==> src/source/harness_pkg.sv <==
// Harness package with the bus width types and memory map constants
`default_nettype none

package harness_pkg;

  // ----------------------------------------------------------------------
  // Bus widths
  // ----------------------------------------------------------------------
  localparam int unsigned AddrWidth = 32;
  localparam int unsigned DataWidth = 64;

  // Bytes per memory word, also the number of byte enables
  localparam int unsigned DataBytes = DataWidth / 8;

  // Byte address on the request bus
  typedef logic [AddrWidth-1:0] addr_t;

  // One memory word
  typedef logic [DataWidth-1:0] data_t;

  // One enable per byte of a word
  typedef logic [DataBytes-1:0] strb_t;

  // ----------------------------------------------------------------------
  // Memory map
  // ----------------------------------------------------------------------
  // Start of bank 0; the banks follow back to back
  localparam addr_t MemBase = 32'h8000_0000;

endpackage

`default_nettype wire

==> src/source/resp_mux.sv <==
// Response mux that returns bank read data, zeroes errors and counts error responses
`timescale 1ns/1ps
`default_nettype none

module resp_mux #(
  parameter int unsigned NumBanks = 4
) (
  input  logic                 clk_i,
  input  logic                 rst_ni,
  input  logic                 rsp_valid_i,
  input  logic                 rsp_err_i,
  input  logic [(NumBanks > 1 ? $clog2(NumBanks) : 1)-1:0] bank_sel_i,
  input  harness_pkg::data_t   bank_rdata_i [NumBanks],
  output logic                 rsp_valid_o,
  output logic                 rsp_err_o,
  output harness_pkg::data_t   rdata_o,
  output logic [7:0]           err_count_o
);

  logic [7:0] err_cnt_q;
  logic       err_rsp;

  // ----------------------------------------------------------------------
  // Return path
  // ----------------------------------------------------------------------
  assign rsp_valid_o = rsp_valid_i;
  assign rsp_err_o   = rsp_err_i;

  // Error responses carry no data, whatever the banks hold
  always_comb begin
    if (rsp_err_i) begin
      rdata_o = '0;
    end else begin
      rdata_o = bank_rdata_i[bank_sel_i];
    end
  end

  // ----------------------------------------------------------------------
  // Error counter
  // ----------------------------------------------------------------------
  assign err_rsp = rsp_valid_i & rsp_err_i;

  // Saturates at all ones
  always_ff @(posedge clk_i or negedge rst_ni) begin
    if (!rst_ni) begin
      err_cnt_q <= '0;
    end else if (err_rsp && (err_cnt_q != 8'hff)) begin
      err_cnt_q <= err_cnt_q + 8'd1;
    end
  end

  assign err_count_o = err_cnt_q;

endmodule

`default_nettype wire

==> config.mk <==
export PLATFORM = sky130hd
export DESIGN_NAME = resp_mux
export DESIGN_NICKNAME = d
export VERILOG_FILES = /design/src/source/harness_pkg.sv /design/src/source/resp_mux.sv
export SDC_FILE = /design/constraint.sdc
export NUM_CORES = 1
export LEC_CHECK = 0
export BUFFER_PORTS_ARGS = -buffer_cell sky130_fd_sc_hd__buf_2
export CAP_MARGIN = 10
export CORE_AREA = 2 2 131 133
export CTS_CLUSTER_SIZE = 20
export DETAILED_ROUTE_END_ITERATION = 7
export DIE_AREA = 0 0 133 135
export PLACE_DENSITY_LB_ADDON = 0.08
export SYNTH_ARGS = -nofsm -noshare
export SYNTH_HDL_FRONTEND = slang
export SYNTH_SLANG_ARGS = --single-unit
==> constraint.sdc <==
create_clock -name clk_i -period 4.8 [get_ports clk_i]
set_clock_uncertainty 0.1 [all_clocks]
set_input_delay 0.48 -clock clk_i [delete_from_list [all_inputs] [get_ports clk_i]]
set_output_delay 0.48 -clock clk_i [all_outputs]
set_load 0.02 [all_outputs]
==> flow_summary.json <==
{
  "area_growth_pct": 80.40,
  "synth_edf_count": 0,
  "peakVddDrop_v": 0.0001203,
  "final.period_utilization_pct": 58.28,
  "routed_wl_um": 11710,
  "cts_num_sinks": 8,
  "crit_cells": 5,
  "slew_headroom_pct": 56.66,
  "postCtsSetupRepairBufs": 0,
  "multi_input_area_um2": 2041,
  "drive_gt1_share_pct": 81.07,
  "max_freq_mhz": 357.4,
  "ys_seq_area_share_pct": 8.342,
  "path_class": "input port to primary output",
  "finalHoldViolations": 8,
  "routedWlPerCell_um": 16.11,
  "syn_nets": 451,
  "synth.distinct_cells": 26,
  "grt_setup_unrepaired": "false",
  "gp_congestion": 0.7857,
  "core_um2": 16410,
  "dp_cells": 723,
  "largest_reg_flops": 8,
  "track_usage_pct": 12.03,
  "die-area_um2": 17960,
  "reg2reg_depth": 4,
  "h-tree-depth": 1,
  "slowest_stage": "mux4_2",
  "yosys.area.top_type_share_pct": 60.06,
  "synth.area.top_cells": "mux4_2 (60%), nor2b_1 (17%), dfrtp_1 (8.3%), buf_6 (3.3%), mux2_2 (1.9%)",
  "cp_max_fo": 37,
  "startpoint_type": "input port",
  "yosysTopAreaCell": "mux4_2",
  "die_x_um": 133,
  "required_ps": 4220,
  "min_period_ps": 2798,
  "io_buffers": 335,
  "fillers": 1821,
  "violations": "negative hold slack",
  "antenna_found_initial": 0,
  "slew_viol_final": 0,
  "min_path_type": "input port to async pin",
  "worst_ep_arrival_time_ps": 2220,
  "instances_no_fill": 727,
  "path_buf_inv": 3,
  "leakagePower_nw": 2.155,
  "clkSlewWorstSetupHoldPaths_ps": 40,
  "path_cells": "buf_4, buf_12, mux4_2, nor2b_1, buf_2",
  "r2r_end": "err_count_o[1]",
  "fin_tns_setup_ps": 0,
  "r2r_slack_ps": 3030,
  "antenna_cells": 0,
  "hpwl_um": 10190,
  "netlist_area_um2": 2400,
  "grt_overflow": 0,
  "firstDrtPassIters": 4,
  "drt_iter0_markers": 63,
  "clockRootBuffer": "clkbuf_16",
  "post_cts_resized": 0,
  "final-seq-area_um2": 200.2,
  "cpLargestDelayFamily": "buffers and inverters",
  "nets": 772,
  "ant_nets": 0,
  "grt_max_degree": 52,
  "power_density_nw_per_um2": 174.9,
  "rows": 47,
  "numCtsBuffers": 3,
  "netlist_instances": 188,
  "cts_max_path_buffers": 2,
  "async_flop_share_pct": 100.0,
  "worst_slew_pin_slew_ps": 650.1,
  "yosys-top-cells-count": "mux4_2 (64), nor2b_1 (64), dfrtp_1 (8)",
  "clk_latency_ps": 230,
  "synth.avg_cell_area_um2": 12.76,
  "cts_tree": "yes",
  "viasPerCell": 4.132,
  "die_h_um": 135,
  "finalSetupViolCount": 0,
  "max_stage_delay_ps": 550,
  "grt_pass1_wl_um": 17160,
  "vias": 3004,
  "r2r-start": "err_count_o[0]",
  "maxCapViolCount": 0,
  "grt_pass1_vias": 3218,
  "hold_buffers": 0,
  "io_pins": 336,
  "drcViolationCount": 0,
  "synth_flop_cell": "dfrtp_1",
  "holdWs_ps": -8.145,
  "ys_ff_latch": 8,
  "outcome": "complete, but fails checks",
  "start_util_pct": 14.63,
  "end_kind": "primary output",
  "yosys_warnings": 0
}
power by group:
group	internal [W]	switching, W	total [W]	leakage (nW)
Sequential	0.0000927	0.0000421	0.000135	0.101
Combinational	0.000257	0.000226	0.000482	2.02
Clock	0.000107	0.0000326	0.000140	0.0370
Total	0.000457	0.000300	0.000757	2.15
kinds of logic after synthesis:
logic type                 Yosys count  synth area share (%)
muxes                               68                 61.94
xor gates and xnor gates             3                 1.095
and+or+nand+nor                     79                 19.97
adders and majority gates            1                0.5213
buffers and inverters               24                 6.621
AOI/OAI and AO/OA                    5                 1.512
DFF                                  8                 8.342
layout make-up:
cell class	instances	share of cell area (%)
multi-input cells	156	47.14
inverters	1	0.08671
well taps	220	6.358
repair buffers	339	40.06
flip-flops and latches	8	4.624
clock buffers	3	1.734
through the flow:
| stage | utilization [%] | setup slack (ps) | hold WS (ps) | cell area, um2 | power [W] |
|---|---|---|---|---|---|
| 6_report | 26.39 | 2002 | -8.145 | 4329 | 0.0007572 |
| 5_1_grt | 26.39 | 1825 | 9.592 | 4329 | 0.0008090 |
| 4_1_cts | 26.26 | 1715 | 0.4951 | 4309 | 0.0007681 |
| 3_5_place_dp | 25.81 | 1717 | 243.6 | 4234 | 0.0006259 |
| 3_3_place_gp | 25.81 | 1747 | 240.9 | 4234 | 0.0006228 |
| 2_1_floorplan | - | 2731 | 84.41 | 2400 | 0.0004152 |
layer usage:
metal  GRT usage, %  part of all wire (%)  wire [um]  vias up
met3          2.665                   8.9       1048        8
met4          1.434                  0.83         97        0
met1          12.61                    33       3909     1413
met2          24.84                    57       6656      182
li1               -                     -          -     1401
met5              0                     0          0        -
cell usage in the layout (no fill, tap or decap):
master	n
clkbuf_16	3
nand2b_1	1
nor4_1	1
and4_1	1
nor2b_1	64
nand3_1	3
buf_2	334
o2111ai_1	1
xnor2_1	3
ha_1	1
nor3_1	1
o211ai_1	1
buf_4	3
inv_1	1
buf_12	2
nor2_1	1
and3_1	1
a31oi_1	2
or2_2	1
nand2_1	4
nand4_1	1
mux4_2	64
o21bai_1	1
mux2_2	4
dfrtp_1	8
worst max path at each step:
stage / startpoint / endpoint / slack (ps)
after floorplan: bank_sel_i[0] / rdata_o[10] / 2730
after global placement: bank_sel_i[1] / rdata_o[52] / 1750
after detailed placement: bank_sel_i[1] / rdata_o[52] / 1720
after CTS: bank_sel_i[1] / rdata_o[52] / 1720
after global routing: bank_sel_i[0] / rdata_o[0] / 1830
final: bank_sel_i[0] / rdata_o[13] / 2000
(Power assumes the default switching activity.)
