$ cat src/source/harness_pkg.sv
// Harness package with the bus width types and memory map constants
`default_nettype none

package harness_pkg;

  // ----------------------------------------------------------------------
  // Bus widths
  // ----------------------------------------------------------------------
  localparam int unsigned AddrWidth = 32;
  localparam int unsigned DataWidth = 64;

  // Bytes per memory word, also the number of byte enables
  localparam int unsigned DataBytes = DataWidth / 8;

  // Byte address on the request bus
  typedef logic [AddrWidth-1:0] addr_t;

  // One memory word
  typedef logic [DataWidth-1:0] data_t;

  // One enable per byte of a word
  typedef logic [DataBytes-1:0] strb_t;

  // ----------------------------------------------------------------------
  // Memory map
  // ----------------------------------------------------------------------
  // Start of bank 0; the banks follow back to back
  localparam addr_t MemBase = 32'h8000_0000;

endpackage

`default_nettype wire

$ cat src/source/bus_decoder.sv
// Bus decoder that maps request addresses onto the SRAM banks and tags the response
`timescale 1ns/1ps
`default_nettype none

module bus_decoder #(
  parameter int unsigned NumBanks  = 4,
  parameter int unsigned BankWords = 64
) (
  input  logic                        clk_i,
  input  logic                        rst_ni,
  input  logic                        req_i,
  input  logic                        we_i,
  input  harness_pkg::addr_t          addr_i,
  input  harness_pkg::strb_t          be_i,
  input  harness_pkg::data_t          wdata_i,
  output logic [NumBanks-1:0]         bank_req_o,
  output logic [$clog2(BankWords)-1:0] word_idx_o,
  output logic                        we_o,
  output harness_pkg::strb_t          be_o,
  output harness_pkg::data_t          wdata_o,
  output logic                        rsp_valid_o,
  output logic                        rsp_err_o,
  output logic [(NumBanks > 1 ? $clog2(NumBanks) : 1)-1:0] bank_sel_o
);

  localparam int unsigned IdxW     = $clog2(BankWords);
  localparam int unsigned OffW     = $clog2(harness_pkg::DataBytes);
  localparam int unsigned SelW     = (NumBanks > 1) ? $clog2(NumBanks) : 1;
  localparam int unsigned MapBytes = NumBanks * BankWords * harness_pkg::DataBytes;

  harness_pkg::addr_t offset;
  logic               in_map;
  logic [SelW-1:0]    bank_idx;

  logic               rsp_valid_q;
  logic               rsp_err_q;
  logic [SelW-1:0]    bank_sel_q;

  // ----------------------------------------------------------------------
  // Address decode
  // ----------------------------------------------------------------------
  // Offset into the map, only meaningful when above the base
  assign offset   = addr_i - harness_pkg::MemBase;
  assign in_map   = (addr_i >= harness_pkg::MemBase) &&
                    (offset < harness_pkg::addr_t'(MapBytes));
  assign bank_idx = offset[OffW+IdxW +: SelW];

  // One-hot bank request
  // No requests are taken while the system reset is held
  always_comb begin
    bank_req_o = '0;
    if (req_i && rst_ni && in_map) begin
      bank_req_o[bank_idx] = 1'b1;
    end
  end

  // Shared by all banks, qualified by the bank request
  assign word_idx_o = addr_i[OffW +: IdxW];
  assign we_o       = we_i;
  assign be_o       = be_i;
  assign wdata_o    = wdata_i;

  // ----------------------------------------------------------------------
  // Response tag
  // ----------------------------------------------------------------------
  always_ff @(posedge clk_i or negedge rst_ni) begin
    if (!rst_ni) begin
      rsp_valid_q <= 1'b0;
      rsp_err_q   <= 1'b0;
    end else begin
      rsp_valid_q <= req_i;
      rsp_err_q   <= req_i & ~in_map;
    end
  end

  // Bank select for the return mux
  always_ff @(posedge clk_i) begin
    if (req_i) begin
      bank_sel_q <= bank_idx;
    end
  end

  assign rsp_valid_o = rsp_valid_q;
  assign rsp_err_o   = rsp_err_q;
  assign bank_sel_o  = bank_sel_q;

endmodule

`default_nettype wire

$ cat config.mk
export PLATFORM = sky130hd
export DESIGN_NAME = bus_decoder
export DESIGN_NICKNAME = d
export VERILOG_FILES = /design/src/source/harness_pkg.sv /design/src/source/bus_decoder.sv
export SDC_FILE = /design/constraint.sdc
export NUM_CORES = 1
export LEC_CHECK = 0
export ABC_AREA = 1
export BUFFER_PORTS_ARGS = -buffer_cell sky130_fd_sc_hd__buf_2
export CORE_AREA = 2 2 76 78
export DETAILED_ROUTE_END_ITERATION = 12
export DIE_AREA = 0 0 78 80
export PLACE_DENSITY_LB_ADDON = 0.12
export SYNTH_ARGS = -nofsm -noshare
export SYNTH_HDL_FRONTEND = slang
export SYNTH_SLANG_ARGS = --single-unit
export TNS_END_PERCENT = 100
$ cat constraint.sdc
create_clock -name clk_i -period 1.2 [get_ports clk_i]
set_input_delay 0.24 -clock clk_i [delete_from_list [all_inputs] [get_ports clk_i]]
set_output_delay 0.24 -clock clk_i [all_outputs]
set_load 0.03 [all_outputs]
==> key figures, run 1 <==
Outcome
  • Status: complete, but fails checks
  • Failing checks: setup timing

Logic synthesis
  • Synth top area share: 69.3%
  • Syn Area/Cell: 7.25 um2
  • Synth Register Bits: 4
  • Sequential fraction of the synthesis area: 12.9%
  • Synth Cell Area: 856 um2
  • Yosys warning total: 0
  • Top post-synthesis cells by area: buf_4 69%, edfxtp_1 7.0%, dfrtp_1 5.8%
  • Post-synth net total: 226
  • Mapped Cells: 118
  • Number of library cell types mapped by synthesis: 10
  • Leading area contributor after synthesis: buf_4

Detailed routing
  • ANT nets after route: 0
  • Routed wl met2: 1150 um
  • Uppermost layer routed: met4
  • DRC violations left: 0
  • Total Routed Length: 2650 um
  • M1 WL: 464 um
  • DRT iter0 DRCs: 4
  • Met3 WL: 920 um
  • DRT Pass-1 Iters: 2
  • DR vias: 494
  • Routed wire length per instance: 17.4 um
  • Drt via density: 3.25

Pwr
  • Peak supply drop: 0.000167 V
  • Leakage: 0.324 nW
  • Power per cell area: 817 nW/um2

Worst setup path
  • CP Data Required Time: 0.96 ns
  • Crit-path max FO: 4
  • Crit path DAT: 1.15 ns
  • Critical path class: primary input to primary output
  • CP Capture Type: primary output
  • CP startpoint kind: primary input

Timing
  • Setup ws final: -0.192 ns
  • Worst slew margin: 87.6%
  • Final setup vio count: 4
  • Final Hold Vio Count: 0
  • Min Tclk post-route: 1.39 ns
  • Unrepaired setup endpoints after global routing: true
  • Top achievable clock speed: 718 MHz
  • Final Slew Violations: 0
  • Final period util: 116%
  • Slew @ Worst Pin: 0.186 ns

Worst hold path
  • HP Class: primary input to register
  • Hold path depth: 1
  • Hold Path Sink: bank_sel_o[0]$_DFFE_PP_
  • Hold_sp: addr_i[9]

GRT
  • Total grt overflow: 0
  • Initial antenna violation count: 0
  • GRT Total Usage: 7.54%
  • First-pass GRT wire length: 3390 um
  • Vias in the first global route: 527
  • Largest net degree at the start of global routing: 5

Placed design
  • GP Congestion: 0.717
  • IO Port Bufs: 33
  • Post-DP Area: 579 um2
  • Pre-CTS setup slack: -0.285 ns
  • Final HPWL DP: 2400 um

Die
  • Die height: 80 um
  • IO Pins: 195
  • Die W: 78 um
  • Row count: 27
  • Core Area: 5410 um2
  • Initial core utilization: 15.8%
  • Die area: 6240 um2

Layout
  • Area of the multi-input gates: 206 um2
  • ANT cells: 0
  • Design area: 703 um2
  • Fillers: 644
  • FF/Latch Area: 110 um2
  • Share of cells above drive strength 1: 66.3%
  • Nets: 189
  • Layout area overhead: -17.8%

Clocking
  • CTS Root Cell: clkbuf_8
  • Clock sinks: 4
  • CTS H-tree lvls: 1
  • CTS Buf Count: 3
  • CTS tree: done
  • Clock Pin Slew Worst Setup and Hold Paths: 0.03 ns
  • CTS max path bufs: 2

Job
  • Maxcap violations: 0
metal layers:
metal | GRT usage, % | up-vias
met5 | 0 | -
li1 | - | 198
met4 | 5.61 | 0
met3 | 11.5 | 14
met1 | 3.11 | 183
met2 | 11.8 | 99
logic make-up (layout without fill, tap and decap cells):
| logic type | count (synthesis) | in the layout | share of synthesized area (%) |
|---|---|---|---|
| buffers and inverters | 85 | 47 | 71.9 |
| AND/OR/NAND/NOR | 29 | 29 | 15.2 |
| flip-flops | 4 | 4 | 12.9 |
cell usage in the layout (no fill, tap or decap), drive strengths merged:
cell / n
buf: 36
dfrtp: 2
or2: 1
inv: 6
clkbuf: 4
dlygate4sd3: 1
nand4: 1
nand2: 10
edfxtp: 2
nand3: 2
nor2: 15
through the flow:
step	power [W]	TNS (ns)	hold slack (ns)	utilization, %	instances
5_1_grt	0.000612	-0.964	0.250	13.0	152
3_3_place_gp	0.000267	-1.09	0.130	10.7	147
2_1_floorplan	0.000695	-0.152	-0.0556	-	118
4_1_cts	0.000575	-0.900	0.244	12.3	152
6_report	0.000574	-0.738	0.251	13.0	152
3_5_place_dp	0.000265	-1.11	0.132	10.7	147
critical path, stage by stage:
cell and delay [ns]:
buf_6 0.09, or2_4 0.24, nor2_4 0.11, nand4_4 0.19
nor2_4 0.14, buf_6 0.14
synthesized netlist by cell type, drive strengths merged:
master	number
nand2	10
buf	79
dfrtp	2
or2	1
edfxtp	2
nor2	15
nand3	2
inv	6
nand4	1
final cells by class:
| cell class | count | share of cell area, % |
|---|---|---|
| flip-flops and latches | 4 | 15.7 |
| well taps | 72 | 12.8 |
| repair buffers | 37 | 32.6 |
| inverters | 6 | 3.20 |
| clock buffers | 4 | 6.41 |
| multi-input cells | 29 | 29.4 |
flip-flops by register name, summed over array words and instances (netlist names):
register / count
rsp_err_o: 1
rsp_valid_o: 1
bank_sel_o: 2
power by group:
group          switching [W]  internal, W  total, W
combinational      0.0000652    0.0000561  0.000121
clock              0.0000694     0.000227  0.000296
sequential        0.00000198     0.000155  0.000157
total               0.000137     0.000438  0.000574
what timing repair did:
action	4_1_cts	5_1_grt
hold buffers	1	0
cloned	0	0
setup buffers	0	0
endpoints found under the setup margin	4	4
pin swaps	1	6
resized for setup	9	10
hold endpoints to repair	2	0
worst max path at each step:
stage                     cells after the start             to  startpoint  slack [ns]
after floorplan                               4  bank_req_o[0]  addr_i[15]       -0.05
after global placement                        6  bank_req_o[0]  addr_i[15]       -0.28
after detailed placement                      6  bank_req_o[0]  addr_i[15]       -0.29
after CTS                                     6  bank_req_o[1]  addr_i[15]       -0.23
after global routing                          7  bank_req_o[3]  addr_i[17]       -0.25
final                                         6  bank_req_o[3]  addr_i[15]       -0.19
No activity file was read; power rests on OpenSTA's default activity.
==> run 2: changes to the inputs <==
--- a/config.mk
+++ b/config.mk
@@ -7,10 +7,11 @@
 export LEC_CHECK = 0
 export ABC_AREA = 1
 export BUFFER_PORTS_ARGS = -buffer_cell sky130_fd_sc_hd__buf_2
-export CORE_AREA = 2 2 76 78
+export CORE_AREA = 4 4 74 76
 export DETAILED_ROUTE_END_ITERATION = 12
 export DIE_AREA = 0 0 78 80
 export PLACE_DENSITY_LB_ADDON = 0.12
+export SLEW_MARGIN = 0
 export SYNTH_ARGS = -nofsm -noshare
 export SYNTH_HDL_FRONTEND = slang
 export SYNTH_SLANG_ARGS = --single-unit
==> key figures, run 2 (synthesis results as in run 1) <==
Outcome
  • Status: complete, but fails checks
  • Failing checks: setup timing

Clocking
  • CTS tree: done
  • CTS Root Cell: clkbuf_8
  • CTS max path bufs: 2 (unchanged)
  • CTS H-tree lvls: 1 (unchanged)
  • CTS Buf Count: 3 (unchanged)
  • Clock sinks: 4 (unchanged)
  • Clock Pin Slew Worst Setup and Hold Paths: 0.03 ns (about the same)

GRT
  • Vias in the first global route: 493 (-6.5%)
  • GRT Total Usage: 5.30% (-2.2 points)
  • Initial antenna violation count: 0 (unchanged)
  • Largest net degree at the start of global routing: 5 (unchanged)
  • Total grt overflow: 0 (unchanged)
  • First-pass GRT wire length: 2490 um (-26%)

Die
  • IO Pins: 195 (unchanged)
  • Die W: 78 um (unchanged)
  • Row count: 25 (-7.4%)
  • Die height: 80 um (unchanged)
  • Die area: 6240 um2 (unchanged)
  • Core Area: 4720 um2 (-13%)
  • Initial core utilization: 18.1% (+2.3 points)

Worst setup path
  • Critical path class: primary input to primary output
  • CP Capture Type: primary output
  • Crit path DAT: 1.17 ns (+0.02 ns)
  • Worst path slowest cell: or2_4
  • CP cell instances: buf_6 -> or2_4 -> nor2_4 -> nand4_4 -> nor2_4 -> buf_6
  • Crit-path max FO: 4 (unchanged)
  • Worst path max stage delay: 0.24 ns (about the same)
  • CP startpoint kind: primary input
  • CP Data Required Time: 0.96 ns (about the same)

Layout
  • Layout area overhead: -20.3%
  • Max reg flops: 2 (unchanged)
  • Commonest non-fill, non-tap cell in the layout: buf_2
  • Share of cells above drive strength 1: 62.5% (-3.7 points)
  • Nets: 189 (unchanged)
  • Most frequent cells in the layout: 28 x buf_2, 10 x nand2_1, 7 x nor2_4
  • ANT cells: 0 (unchanged)

Timing
  • Setup ws final: -0.212 ns (-0.0197 ns)
  • Unrepaired setup endpoints after global routing: true
  • Final setup vio count: 4 (unchanged)
  • Final Slew Violations: 0 (unchanged)
  • Setup TNS: -0.803 ns (-0.0651 ns)
  • Min Tclk post-route: 1.41 ns (+0.0197 ns)
  • Slew @ Worst Pin: 0.182 ns (-0.00376 ns)
  • Final period util: 118% (+1.6 points)
  • Final Hold Vio Count: 0 (unchanged)
  • Worst slew margin: 87.8% (+0.25 points)
  • Hold slack final: 0.249 ns (-0.00203 ns)
  • Top achievable clock speed: 708 MHz (-1.4%)

Pwr
  • Peak supply drop: 0.000175 V (+4.6%)
  • Leakage: 0.318 nW (-1.9%)
  • Power per cell area: 838 nW/um2 (+2.6%)

Detailed routing
  • DR vias: 494 (unchanged)
  • DRT iter0 DRCs: 5 (+1)
  • Total Routed Length: 1740 um (-34%)
  • Drt via density: 3.36 (+3.4%)
  • Routed wire length per instance: 11.8 um (-32%)
  • DRC violations left: 0 (unchanged)
  • DRT Pass-1 Iters: 2 (unchanged)
  • ANT nets after route: 0 (unchanged)

Placed design
  • Final HPWL DP: 1500 um (-37%)
  • GP Congestion: 0.644 (-10%)
  • Pre-CTS setup slack: -0.315 ns (-0.0292 ns)
  • IO Port Bufs: 33 (unchanged)

Worst hold path
  • HP Class: primary input to register

Job
  • Maxcap violations: 0 (unchanged)
-- run 2: cell count changes in the layout (fill, tap and decap cells not counted) --
cell / before / now
nand3_2: 1 / 0
nor2_1: 5 / 6
nand2_2: 1 / 0
nand3_1: 1 / 2
nor2_4: 8 / 7
nand2_1: 9 / 10
-- run 2: worst paths after layout --
| path | startpoint | to | slack (ns) | cells past startpoint |
|---|---|---|---|---|
| setup / recovery | addr_i[16] | bank_req_o[0] | -0.21 | 6 |
| hold / removal | addr_i[10] | bank_sel_o[1]$_DFFE_PP_ | 0.25 | 1 |
| max in group asynchronous | rst_ni | rsp_valid_o$_DFF_PN0_ | 0.66 | 3 |
| min in group asynchronous | rst_ni | rsp_err_o$_DFF_PN0_ | 0.46 | 3 |
-- run 2: metal layers --
layer  track usage, %  routed length, um  part of all wire [%]  vias up
li1                 -                  -                     -      198
met1             4.16                584                    34      193
met2             6.51                623                    36       77
met3             5.30                414                    24       26
met4             6.82                116                   6.7        0
met5                0                  0                     0        -
-- run 2: worst max-delay path: cells and delay by family --
family,cells,cell delay (ns)
buf+inv,2,0.22
simple gates,4,0.71
-- run 2: cell type report --
class | count | area (um2)
fillers | 546 | 4040
flip-flops and latches | 4 | 110
multi-input cells | 29 | 191
clock buffers | 4 | 45.0
well taps | 67 | 83.8
repair buffers | 37 | 229
inverters | 6 | 22.5
-- run 2: timing repair --
action / 4_1_cts / 5_1_grt
hold buffers: 1 / 0
resized for setup: 11 / 4
endpoints found under the setup margin: 4 / 4
endpoints found under the hold margin: 2 / 0
setup buffers: 0 / 0
pin swaps: 5 / 6
gates cloned: 0 / 0
-- run 2: power breakdown --
group | total, W | internal, W | switching, W
Sequential | 0.000157 | 0.000155 | 0.00000209
Clock | 0.000298 | 0.000227 | 0.0000706
Combinational | 0.000117 | 0.0000545 | 0.0000622
Total | 0.000571 | 0.000436 | 0.000135
-- run 2: through the flow --
step	area (um2)	utilization, %	std cells	power [W]
after global routing	682	14.4	147	0.000610
after global placement	573	12.1	142	0.000266
final	682	14.4	147	0.000571
after floorplan	895	-	118	0.000695
after detailed placement	573	12.1	142	0.000265
after CTS	667	14.1	147	0.000580
