$ cat src/source/reset_ctrl.sv
// Reset controller that synchronises the system reset and gates debug requests at boot
`timescale 1ns/1ps
`default_nettype none

module reset_ctrl #(
  parameter int unsigned DebugDelayCycles = 16
) (
  input  logic clk_i,
  input  logic rst_ni,
  input  logic ndmreset_i,
  input  logic debug_req_i,
  input  logic debug_en_i,
  output logic sys_rst_no,
  output logic debug_req_o
);

  localparam int unsigned CntW =
      (DebugDelayCycles > 0) ? $clog2(DebugDelayCycles + 1) : 1;

  logic            rst_comb_n;
  logic [1:0]      sync_q;
  logic [CntW-1:0] dbg_cnt_q;

  // ----------------------------------------------------------------------
  // System reset
  // ----------------------------------------------------------------------
  // Power-on reset or a debug module reset request
  assign rst_comb_n = rst_ni & ~ndmreset_i;

  // Asserts at once, releases on the second edge
  always_ff @(posedge clk_i or negedge rst_comb_n) begin
    if (!rst_comb_n) begin
      sync_q <= 2'b00;
    end else begin
      sync_q <= {sync_q[0], 1'b1};
    end
  end

  assign sys_rst_no = sync_q[1];

  // ----------------------------------------------------------------------
  // Boot window
  // ----------------------------------------------------------------------
  // Loaded only by power-on reset, so ndmreset leaves the window alone
  always_ff @(posedge clk_i or negedge rst_ni) begin
    if (!rst_ni) begin
      dbg_cnt_q <= CntW'(DebugDelayCycles);
    end else if (dbg_cnt_q != '0) begin
      dbg_cnt_q <= dbg_cnt_q - 1'b1;
    end
  end

  // Held off until the counter runs out
  assign debug_req_o = (dbg_cnt_q == '0) & debug_req_i & debug_en_i;

endmodule

`default_nettype wire

$ cat config.mk
export PLATFORM = sky130hd
export DESIGN_NAME = reset_ctrl
export DESIGN_NICKNAME = d
export VERILOG_FILES = /design/src/source/reset_ctrl.sv
export SDC_FILE = /design/constraint.sdc
export NUM_CORES = 1
export LEC_CHECK = 0
export ABC_AREA = 1
export ABC_CLOCK_PERIOD_IN_PS = 2300
export BUFFER_PORTS_ARGS = -buffer_cell sky130_fd_sc_hd__buf_2
export CORE_AREA = 2 2 39 41
export CTS_CLUSTER_DIAMETER = 60
export CTS_CLUSTER_SIZE = 40
export DETAILED_ROUTE_END_ITERATION = 6
export DIE_AREA = 0 0 41 43
export PLACE_DENSITY = 0.51
export SYNTH_ARGS = -nofsm -noshare
export SYNTH_HDL_FRONTEND = slang
export SYNTH_SLANG_ARGS = --single-unit
$ cat constraint.sdc
create_clock -name clk_i -period 2.3 [get_ports clk_i]
set_input_delay 0.115 -clock clk_i [delete_from_list [all_inputs] [get_ports clk_i]]
set_output_delay 0.115 -clock clk_i [all_outputs]
set_load 0.03 [all_outputs]
==> results of run 1 <==
area by class of cell:
class                   instances  area [um^2]
fillers                       159        917.1
flip-flops and latches          7        176.4
repair buffers                  8        50.05
clock buffers                   4        26.28
inverters                       8        30.03
well taps                      16        20.02
multi-input cells              27        163.9
layout by cell type (no fill, tap or decap), drive strengths merged:
master,n
nor2,9
inv,8
nand2,8
dfrtp,6
buf,6
nand3,4
clkbuf,4
a21oi,2
ha,2
dlygate4sd3,2
o21ai,1
dfstp,1
conb,1
final timing paths:
check | cells after the start | endpoint | startpoint | slack (ns)
max | 7 | debug_req_o | dbg_cnt_q[0]$_DFFE_PN0P_ | 0.72
min | 2 | dbg_cnt_q[3]$_DFFE_PN0P_ | rst_ni | 0.23
max reg2reg | 7 | dbg_cnt_q[1]$_DFFE_PN0P_ | dbg_cnt_q[0]$_DFFE_PN0P_ | 1.14
min reg2reg | 0 | sync_q[1]$_DFF_PN0_ | sync_q[0]$_DFF_PN0_ | 0.35
max in group asynchronous | 4 | sync_q[0]$_DFF_PN0_ | rst_ni | 1.71
min in group clk_i | 0 | sync_q[1]$_DFF_PN0_ | sync_q[0]$_DFF_PN0_ | 0.35
worst max-delay path, delay by kind of cell, from the launching register on:
| family | cells | cell delay, ns |
|---|---|---|
| buffers and inverters | 3 | 0.38 |
| DFF | 1 | 0.37 |
| and+or+nand+nor | 3 | 0.32 |
| adders and majority gates | 1 | 0.16 |
metrics by stage:
| stage | hold WS [ns] | total power [mW] | util, % | setup WS, ns | cell area (um^2) |
|---|---|---|---|---|---|
| final | 0.2301 | 0.2491 | 33.73 | 0.7209 | 466.7 |
| after global routing | 0.2240 | 0.2655 | 33.73 | 0.5876 | 466.7 |
| after CTS | 0.2180 | 0.2558 | 33.73 | 0.6964 | 466.7 |
| after detailed placement | -0.05480 | 0.1405 | 30.38 | 0.9689 | 420.4 |
| after global placement | -0.05742 | 0.1401 | 30.38 | 0.9797 | 420.4 |
| after floorplan | -0.1806 | 0.1334 | - | 0.9102 | 370.4 |
routing by layer:
| metal | part of all wire, % | wire length [um] | global-route usage, % |
|---|---|---|---|
| met1 | 44 | 262 | 11.00 |
| met2 | 50 | 297 | 11.88 |
| met3 | 3.5 | 21 | 3.141 |
| met4 | 2.5 | 15 | 8.000 |
| met5 | 0 | 0 | 0 |
power by group:
part	internal, mW	switching (mW)	total [mW]
Sequential	0.125	0.000419	0.126
Combinational	0.00655	0.00865	0.0152
Clock	0.0660	0.0422	0.108
timing repair:
item,4_1_cts,5_1_grt
setup buffers,0,0
hold endpoints to repair,7,0
resized for setup,0,0
hold buffers,2,0
cell families (layout without fill, tap and decap cells):
logic type | after synthesis | in the layout | synth area share (%)
other | 1 | 1 | 1.013
DFF | 7 | 7 | 47.64
and+or+nand+nor | 21 | 21 | 31.42
adders and majority gates | 2 | 2 | 6.756
AOI/OAI and AO/OA | 3 | 3 | 5.068
buffers and inverters | 8 | 20 | 8.108
state kept, by name, summed over array words and instances, names as in the netlist:
| name | count |
|---|---|
| dbg_cnt_q | 5 |
| sync_q | 2 |
==> impl_results.md, run 1 <==
- IO Pins: 7
- CP max stage cell: dfrtp_1
- Largest net degree at the start of global routing: 7
- Residual DRC: 0
- Post-synth top area share: 40.54%
- Final nets: 62
- Final wirelength: 596 um
- Grt ovf: 0
- Rows: 14
- Total number of vias: 276
- Largest area contributor in the netlist: dfrtp_1
- Clock Skews: 0.001577 ns
- Synth Cell Area: 370.4 um^2
- Synth cell count leaders: inv_1 (8), dfrtp_1 (6), nand2_1 (5), nor2_1 (5), nand3_1 (4)
- Crit path kind: flop to output port
- Total clock sinks: 7
- Max Freq: 0.6333 GHz
- Core ar.: 1384 um^2
- Min Tclk post-route: 1.579 ns
- Die X: 41 um
- Clock Pin Slew Worst Setup and Hold Paths: 0.05 ns
- Most frequent cell after synthesis: inv_1
- Syn Inst Count: 42
- Critical Path AT: 1.46 ns
- CP peak stage delay: 0.37 ns
- Top_reg_cell synth: dfrtp_1
- Async set or reset register ratio after synthesis: 100.0%
- DRT Pass-1 Iters: 4
- DR iter-0 viols: 5
- H-tree lvl count: 1
- Synth-to-Final Area Change: 26.01%
- Worst EP required: 2.18 ns
- Via/cell ratio: 3.943
- Initial antenna violation count: 0
- Synth warn: 0
- Most frequent CP cell: inv_1
- Max Slew Vio Count: 0
- TritonCTS Buffers: 3
- Die Y: 43 um
- Setup TNS: 0 ns
- RSZ-0062 raised after global routing: no
- Synth area leaders: dfrtp_1 (41%), inv_1 (8.1%), dfstp_2 (7.1%)
- Clock root cell: clkbuf_4
- Seq/Total Area, Yosys: 47.64%
- Gpl congestion: 0.6886
- # setup viols final: 0
- HP Class: input port to async pin
- DP Wirelength: 467.2 um
- Lkg Pwr: 0.2484 nW
- Detail Route Antenna Nets: 0
- Pwr dens: 533.8 nW/um^2
- Synth Register Bits: 7
- Drt wl/cell: 8.514 um
- Worst skew pair latency: 0.24 ns
- Vias in the first global route: 263
- First-pass GRT wire length: 1.014 mm
- Placed Cells: 64
- Final hold violations: 0
- Avg Cell Area, Syn: 8.818 um^2
- EDFF count, synth: 0
- Antenna cells: 0
- Synth Net Count: 49
- Max Root-Sink Buffers: 2
- Starting Density: 26.76%
- TritonCTS clock tree: built
- Status: complete, no violations
- Non-Filler Instances: 70
- Port bufs: 6
- Total GRT Usage: 9.036%
- Netlist cell types: 14
- Critical Path, Cell by Cell: inv_1 > ha_1 > inv_1 > nor2_4 > nand2_4 > nor2_1 > buf_2
- VDD IR-drop max: 0.2605 mV
- Die Area: 1763 um^2
- Max cap viols: 0
- Share of cells above drive strength 1: 33.33%
- Period Utilization, post-route: 68.66%
- CP Capture Type: output port
- Max Fanout on Critical Path: 6
- Worst Setup Start Kind: flop
Power figures use the tool's default switching activity.
==> run 2, diff against run 1 <==
Settings changed: ABC_CLOCK_PERIOD_IN_PS 2300 to 1430, PLACE_DENSITY 0.51 to 0.52.
Clock period 2.3 ns to 1.43 ns, I/O delays scaled along.
==> run 2 against run 1 <==
Utilization rose by 2.9 points. Combinational power rose by 68%. Worst setup slack got worse by 0.65 ns. Critical path type unchanged.
==> impl_results.md, run 2 (synthesized netlist as in run 1, its figures left out) <==
- Max Freq: 0.7370 GHz
- Status: complete, no violations
- Worst R2R Path Depth: 8
- Crit path kind: flop to output port
- Total number of vias: 307
- Period Utilization, post-route: 94.88%
- Max cap viols: 0
- Largest net degree at the start of global routing: 7
- Min Tclk post-route: 1.357 ns
- Regs by FF count: dbg_cnt_q (5), sync_q (2)
- Starting Density: 26.76%
- Clock root cell: clkbuf_4
- Total power: 0.4035 mW
- Critical Path AT: 1.29 ns
- Antenna cells: 0
- Setup WS pre-CTS: 0.1367 ns
- H-tree lvl count: 1
- TritonCTS clock tree: built
- Final hold violations: 0
- Min Hold Slack: 0.1789 ns
- Reg-to-reg critical path endpoint: dbg_cnt_q[1]$_DFFE_PN0P_
- CP peak stage delay: 0.39 ns
- Die Y: 43 um
- DR iter-0 viols: 1
- Clock Skews: 0.002542 ns
- CP max stage cell: dfrtp_1
- Max Fanout on Critical Path: 2
- Lkg Pwr: 0.2729 nW
- Port bufs: 6
- Initial antenna violation count: 0
- Synth-to-Final Area Change: 36.82%
- Drt wl/cell: 8.440 um
- Sequential standard cell area: 176.4 um^2
- Via/cell ratio: 4.093
- Final WS setup: 0.07320 ns
- Worst skew pair latency: 0.24 ns
- Fillers: 152
- Pwr dens: 796.3 nW/um^2
- Grt ovf: 0
- IO Pins: 7
- Final wirelength: 633 um
- DP Wirelength: 450.5 um
- Residual DRC: 0
- DRT Pass-1 Iters: 2
- Die Area: 1763 um^2
- Max Root-Sink Buffers: 2
- Clock Pin Slew Worst Setup and Hold Paths: 0.05 ns
- HP Class: input port to async pin
- Die X: 41 um
- Critical Path, Cell by Cell: inv_2 > ha_1 > inv_1 > nor2_4 > nand2_4 > nor2_1 > buf_4
- R2R setup slack: 0.24 ns
- Core ar.: 1384 um^2
- Max Slew Vio Count: 0
- Worst Setup Start Kind: flop
- VDD IR-drop max: 0.4046 mV
- Rows: 14
- Detail Route Antenna Nets: 0
- Final nets: 67
- Reg2reg start: dbg_cnt_q[0]$_DFFE_PN0P_
- Vias in the first global route: 314
- TritonCTS Buffers: 3
- Total GRT Usage: 8.916%
- Max reg flops: 5
- # setup viols final: 0
- Final Core Density: 36.62%
- Share of cells above drive strength 1: 42.37%
- CP Capture Type: output port
- Total clock sinks: 7
- First-pass GRT wire length: 1.097 mm
- Largest Register: dbg_cnt_q
- Gpl congestion: 0.6930
- Area of the multi-input gates: 163.9 um^2
- Setup TNS: 0 ns
- Most frequent cells in the layout: inv_1 (6), dfrtp_1 (6), buf_4 (6)
- Worst EP required: 1.36 ns
[run 2: worst max-delay path, delay by kind of cell, from the launching register on]
family	cells	cell delay (ns)
fa+ha+maj	1	0.13
buf+inv	3	0.28
flops	1	0.39
simple gates	3	0.24
[run 2: stage by stage]
step                      instances  instance area [um^2]
after floorplan                  42                 370.4
after global placement           64                 420.4
after detailed placement         64                 420.4
after global routing             75                 506.7
final                            75                 506.7
after CTS                        74                 499.2
[run 2: area by class of cell]
cell class | count | area share (%)
sequential | 7 | 34.81
timing repair buffer | 13 | 17.78
clock buffer | 4 | 5.185
inverter | 8 | 5.926
multi-input combinational | 27 | 32.35
tap | 16 | 3.951
[run 2: worst max path at each step]
| stage | startpoint | endpoint | slack (ns) | cells past startpoint |
|---|---|---|---|---|
| 2_1_floorplan | dbg_cnt_q[0]$_DFFE_PN0P_ | debug_req_o | 0.08 | 6 |
| 3_3_place_gp | dbg_cnt_q[0]$_DFFE_PN0P_ | debug_req_o | 0.14 | 7 |
| 3_5_place_dp | dbg_cnt_q[0]$_DFFE_PN0P_ | debug_req_o | 0.14 | 7 |
| 4_1_cts | dbg_cnt_q[0]$_DFFE_PN0P_ | debug_req_o | 0.05 | 7 |
| 5_1_grt | dbg_cnt_q[0]$_DFFE_PN0P_ | debug_req_o | -0.01 | 7 |
| 6_report | dbg_cnt_q[0]$_DFFE_PN0P_ | debug_req_o | 0.07 | 7 |
[run 2: power breakdown]
| group | internal (mW) | leakage (nW) | switching (mW) |
|---|---|---|---|
| logic | 0.0113 | 0.167 | 0.0143 |
| registers | 0.201 | 0.0907 | 0.000746 |
| clock network | 0.106 | 0.0150 | 0.0696 |
[run 2: per-layer routing]
metal / global-route usage, % / wire length (um) / vias to the layer above
met3: 1.571 / 29 / 0
li1: - / - / 159
met5: 0 / 0 / -
met2: 15.94 / 313 / 6
met1: 9.272 / 291 / 142
met4: 4.000 / 0 / 0
[run 2: timing repair]
action | 4_1_cts | 5_1_grt
endpoints found under the hold margin | 7 | 0
setup endpoints to repair | 1 | 1
cloned | 0 | 0
gates resized for setup | 2 | 1
buffers inserted | 4 | 1
hold buffers | 2 | 0
pin swaps | 1 | 1
==> run 3, diff against run 2 <==
Settings changed: ABC_CLOCK_PERIOD_IN_PS 1430 to 1550, PLACE_DENSITY 0.52 to 0.51.
Clock period 1.43 ns to 1.55 ns, I/O delays scaled along.
==> run 3 against run 2 <==
Die area did not move. Final area is 1.5% lower. Count of clock-buffer cells in the layout is the same. Sequential cell count is the same. Worst setup slack better by 0.037 ns. Critical path type unchanged. Critical endpoint unchanged.
==> impl_results.md, run 3 (synthesized netlist as in run 1, its figures left out) <==
- Reg2reg start: dbg_cnt_q[0]$_DFFE_PN0P_
- Port bufs: 6
- Die X: 41 um
- Min Tclk post-route: 1.439 ns
- First-pass GRT wire length: 869 um
- TritonCTS clock tree: built
- CP Capture Type: output port
- H-tree lvl count: 1
- CP Launch Point: dbg_cnt_q[0]$_DFFE_PN0P_
- Fillers: 152
- Detail Route Antenna Nets: 0
- Largest net degree at the start of global routing: 7
- Cell Area, Placed: 420.4 um^2
- DP Wirelength: 466.1 um
- Final hold violations: 0
- Initial antenna violation count: 0
- Critical Path, Cell by Cell: inv_2 > ha_1 > inv_1 > nor2_4 > nand2_4 > nor2_1 > buf_4
- Worst skew pair latency: 0.24 ns
- Max Fanout on Critical Path: 5
- Core ar.: 1384 um^2
- Largest Register: dbg_cnt_q
- Period Utilization, post-route: 92.86%
- Lkg Pwr: 0.2701 nW
- Most frequent cells in the layout: inv_1 (6), dfrtp_1 (6)
- Clock Skews: 0.003124 ns
- Area of the multi-input gates: 163.9 um^2
- CP Buf/Inv Count: 3
- Non-Filler Instances: 74
- Sequential standard cell area: 176.4 um^2
- Final nets: 66
- Drt wl/cell: 8.270 um
- Max Root-Sink Buffers: 2
- Worst EP required: 1.47 ns
- Die Area: 1763 um^2
- Placed Cells: 64
- Synth-to-Final Area Change: 34.80%
- Final wirelength: 612 um
- RSZ-0062 raised after global routing: no
- DR iter-0 viols: 0
- HP Class: input port to async pin
- Worst setup endpoint: debug_req_o
- Critical Path AT: 1.36 ns
- Reg-to-reg critical path endpoint: dbg_cnt_q[1]$_DFFE_PN0P_
- Residual DRC: 0
- CP peak stage delay: 0.38 ns
- Max Freq: 0.6948 GHz
- Max cap viols: 0
- Die Y: 43 um
- Antenna cells: 0
- Total number of vias: 294
- Post-Layout Inst Area: 499.2 um^2
- Total GRT Usage: 8.138%
- Rows: 14
- Worst Setup Start Kind: flop
- TritonCTS Buffers: 3
- Gpl congestion: 0.6582
- Max Slew Vio Count: 0
- Worst R2R Path Depth: 8
- Critical path depth: 7
- Min Hold Slack: 0.1765 ns
- Max reg flops: 5
- # setup viols final: 0
- Clock Pin Slew Worst Setup and Hold Paths: 0.05 ns
- DRT Pass-1 Iters: 1
- Status: complete, no violations
- Starting Density: 26.76%
- Pwr dens: 733.0 nW/um^2
- Total power: 0.3659 mW
- IO Pins: 7
- Regs by FF count: dbg_cnt_q (5), sync_q (2)
- Total clock sinks: 7
- Vias in the first global route: 229
- Share of cells above drive strength 1: 41.38%
- Crit path kind: flop to output port
- Grt ovf: 0
- Clock root cell: clkbuf_4
- Setup TNS: 0 ns
- CP max stage cell: dfrtp_1
- Crit-path leading delay family: flip-flops
- R2R setup slack: 0.33 ns
- VDD IR-drop max: 0.3843 mV
- Via/cell ratio: 3.973
==> run 3: changes by cell type in the layout (fill, tap and decap cells not counted), sizes merged <==
cell / previous run / this run
buf: 11 / 10
==> run 3: repair_timing <==
| item | in CTS | in global routing |
|---|---|---|
| endpoints found under the setup margin | 1 | 1 |
| pin swaps | 0 | 1 |
| hold buffers | 2 | 0 |
| gates cloned | 0 | 0 |
| setup buffers | 0 | 4 |
| gates resized for setup | 2 | 1 |
| hold endpoints to repair | 7 | 0 |
==> run 3: cell type report <==
cell class	instances	share of cell area, %
Sequential cell	7	35.34
Clock buffer	4	5.263
Timing Repair Buffer	12	16.54
Multi-Input combinational cell	27	32.83
Tap cell	16	4.010
Inverter	8	6.015
==> run 3: metal layers <==
metal	GRT usage, %	wire (um)	up-vias
met5	0	0	-
met1	9.732	275	129
met2	9.375	302	4
li1	-	-	159
met4	10.00	9	0
met3	3.141	24	2
==> run 3: worst min path at each step <==
stage                start                  endpoint  slack [ns]  cells past startpoint
CTS                 rst_ni  dbg_cnt_q[2]$_DFFE_PN0P_        0.17                      2
floorplan           rst_ni  dbg_cnt_q[0]$_DFFE_PN0P_       -0.22                      0
global route        rst_ni  dbg_cnt_q[2]$_DFFE_PN0P_        0.18                      2
finish              rst_ni  dbg_cnt_q[2]$_DFFE_PN0P_        0.18                      2
detailed placement  rst_ni  dbg_cnt_q[2]$_DFFE_PN0P_        -0.1                      1
global placement    rst_ni  dbg_cnt_q[2]$_DFFE_PN0P_        -0.1                      1
==> run 3: power by group <==
group	leakage (nW)	switching, mW	internal (mW)
registers	0.0907	0.000727	0.186
clock network	0.0150	0.0586	0.0977
logic	0.164	0.0125	0.0104
==> run 3: stage by stage <==
| step | util, % | setup slack [ns] |
|---|---|---|
| 2_1_floorplan | - | 0.1977 |
| 3_3_place_gp | 30.38 | 0.2712 |
| 3_5_place_dp | 30.38 | 0.2415 |
| 4_1_cts | 33.91 | 0.05086 |
| 5_1_grt | 36.08 | 0.01030 |
| 6_report | 36.08 | 0.1106 |
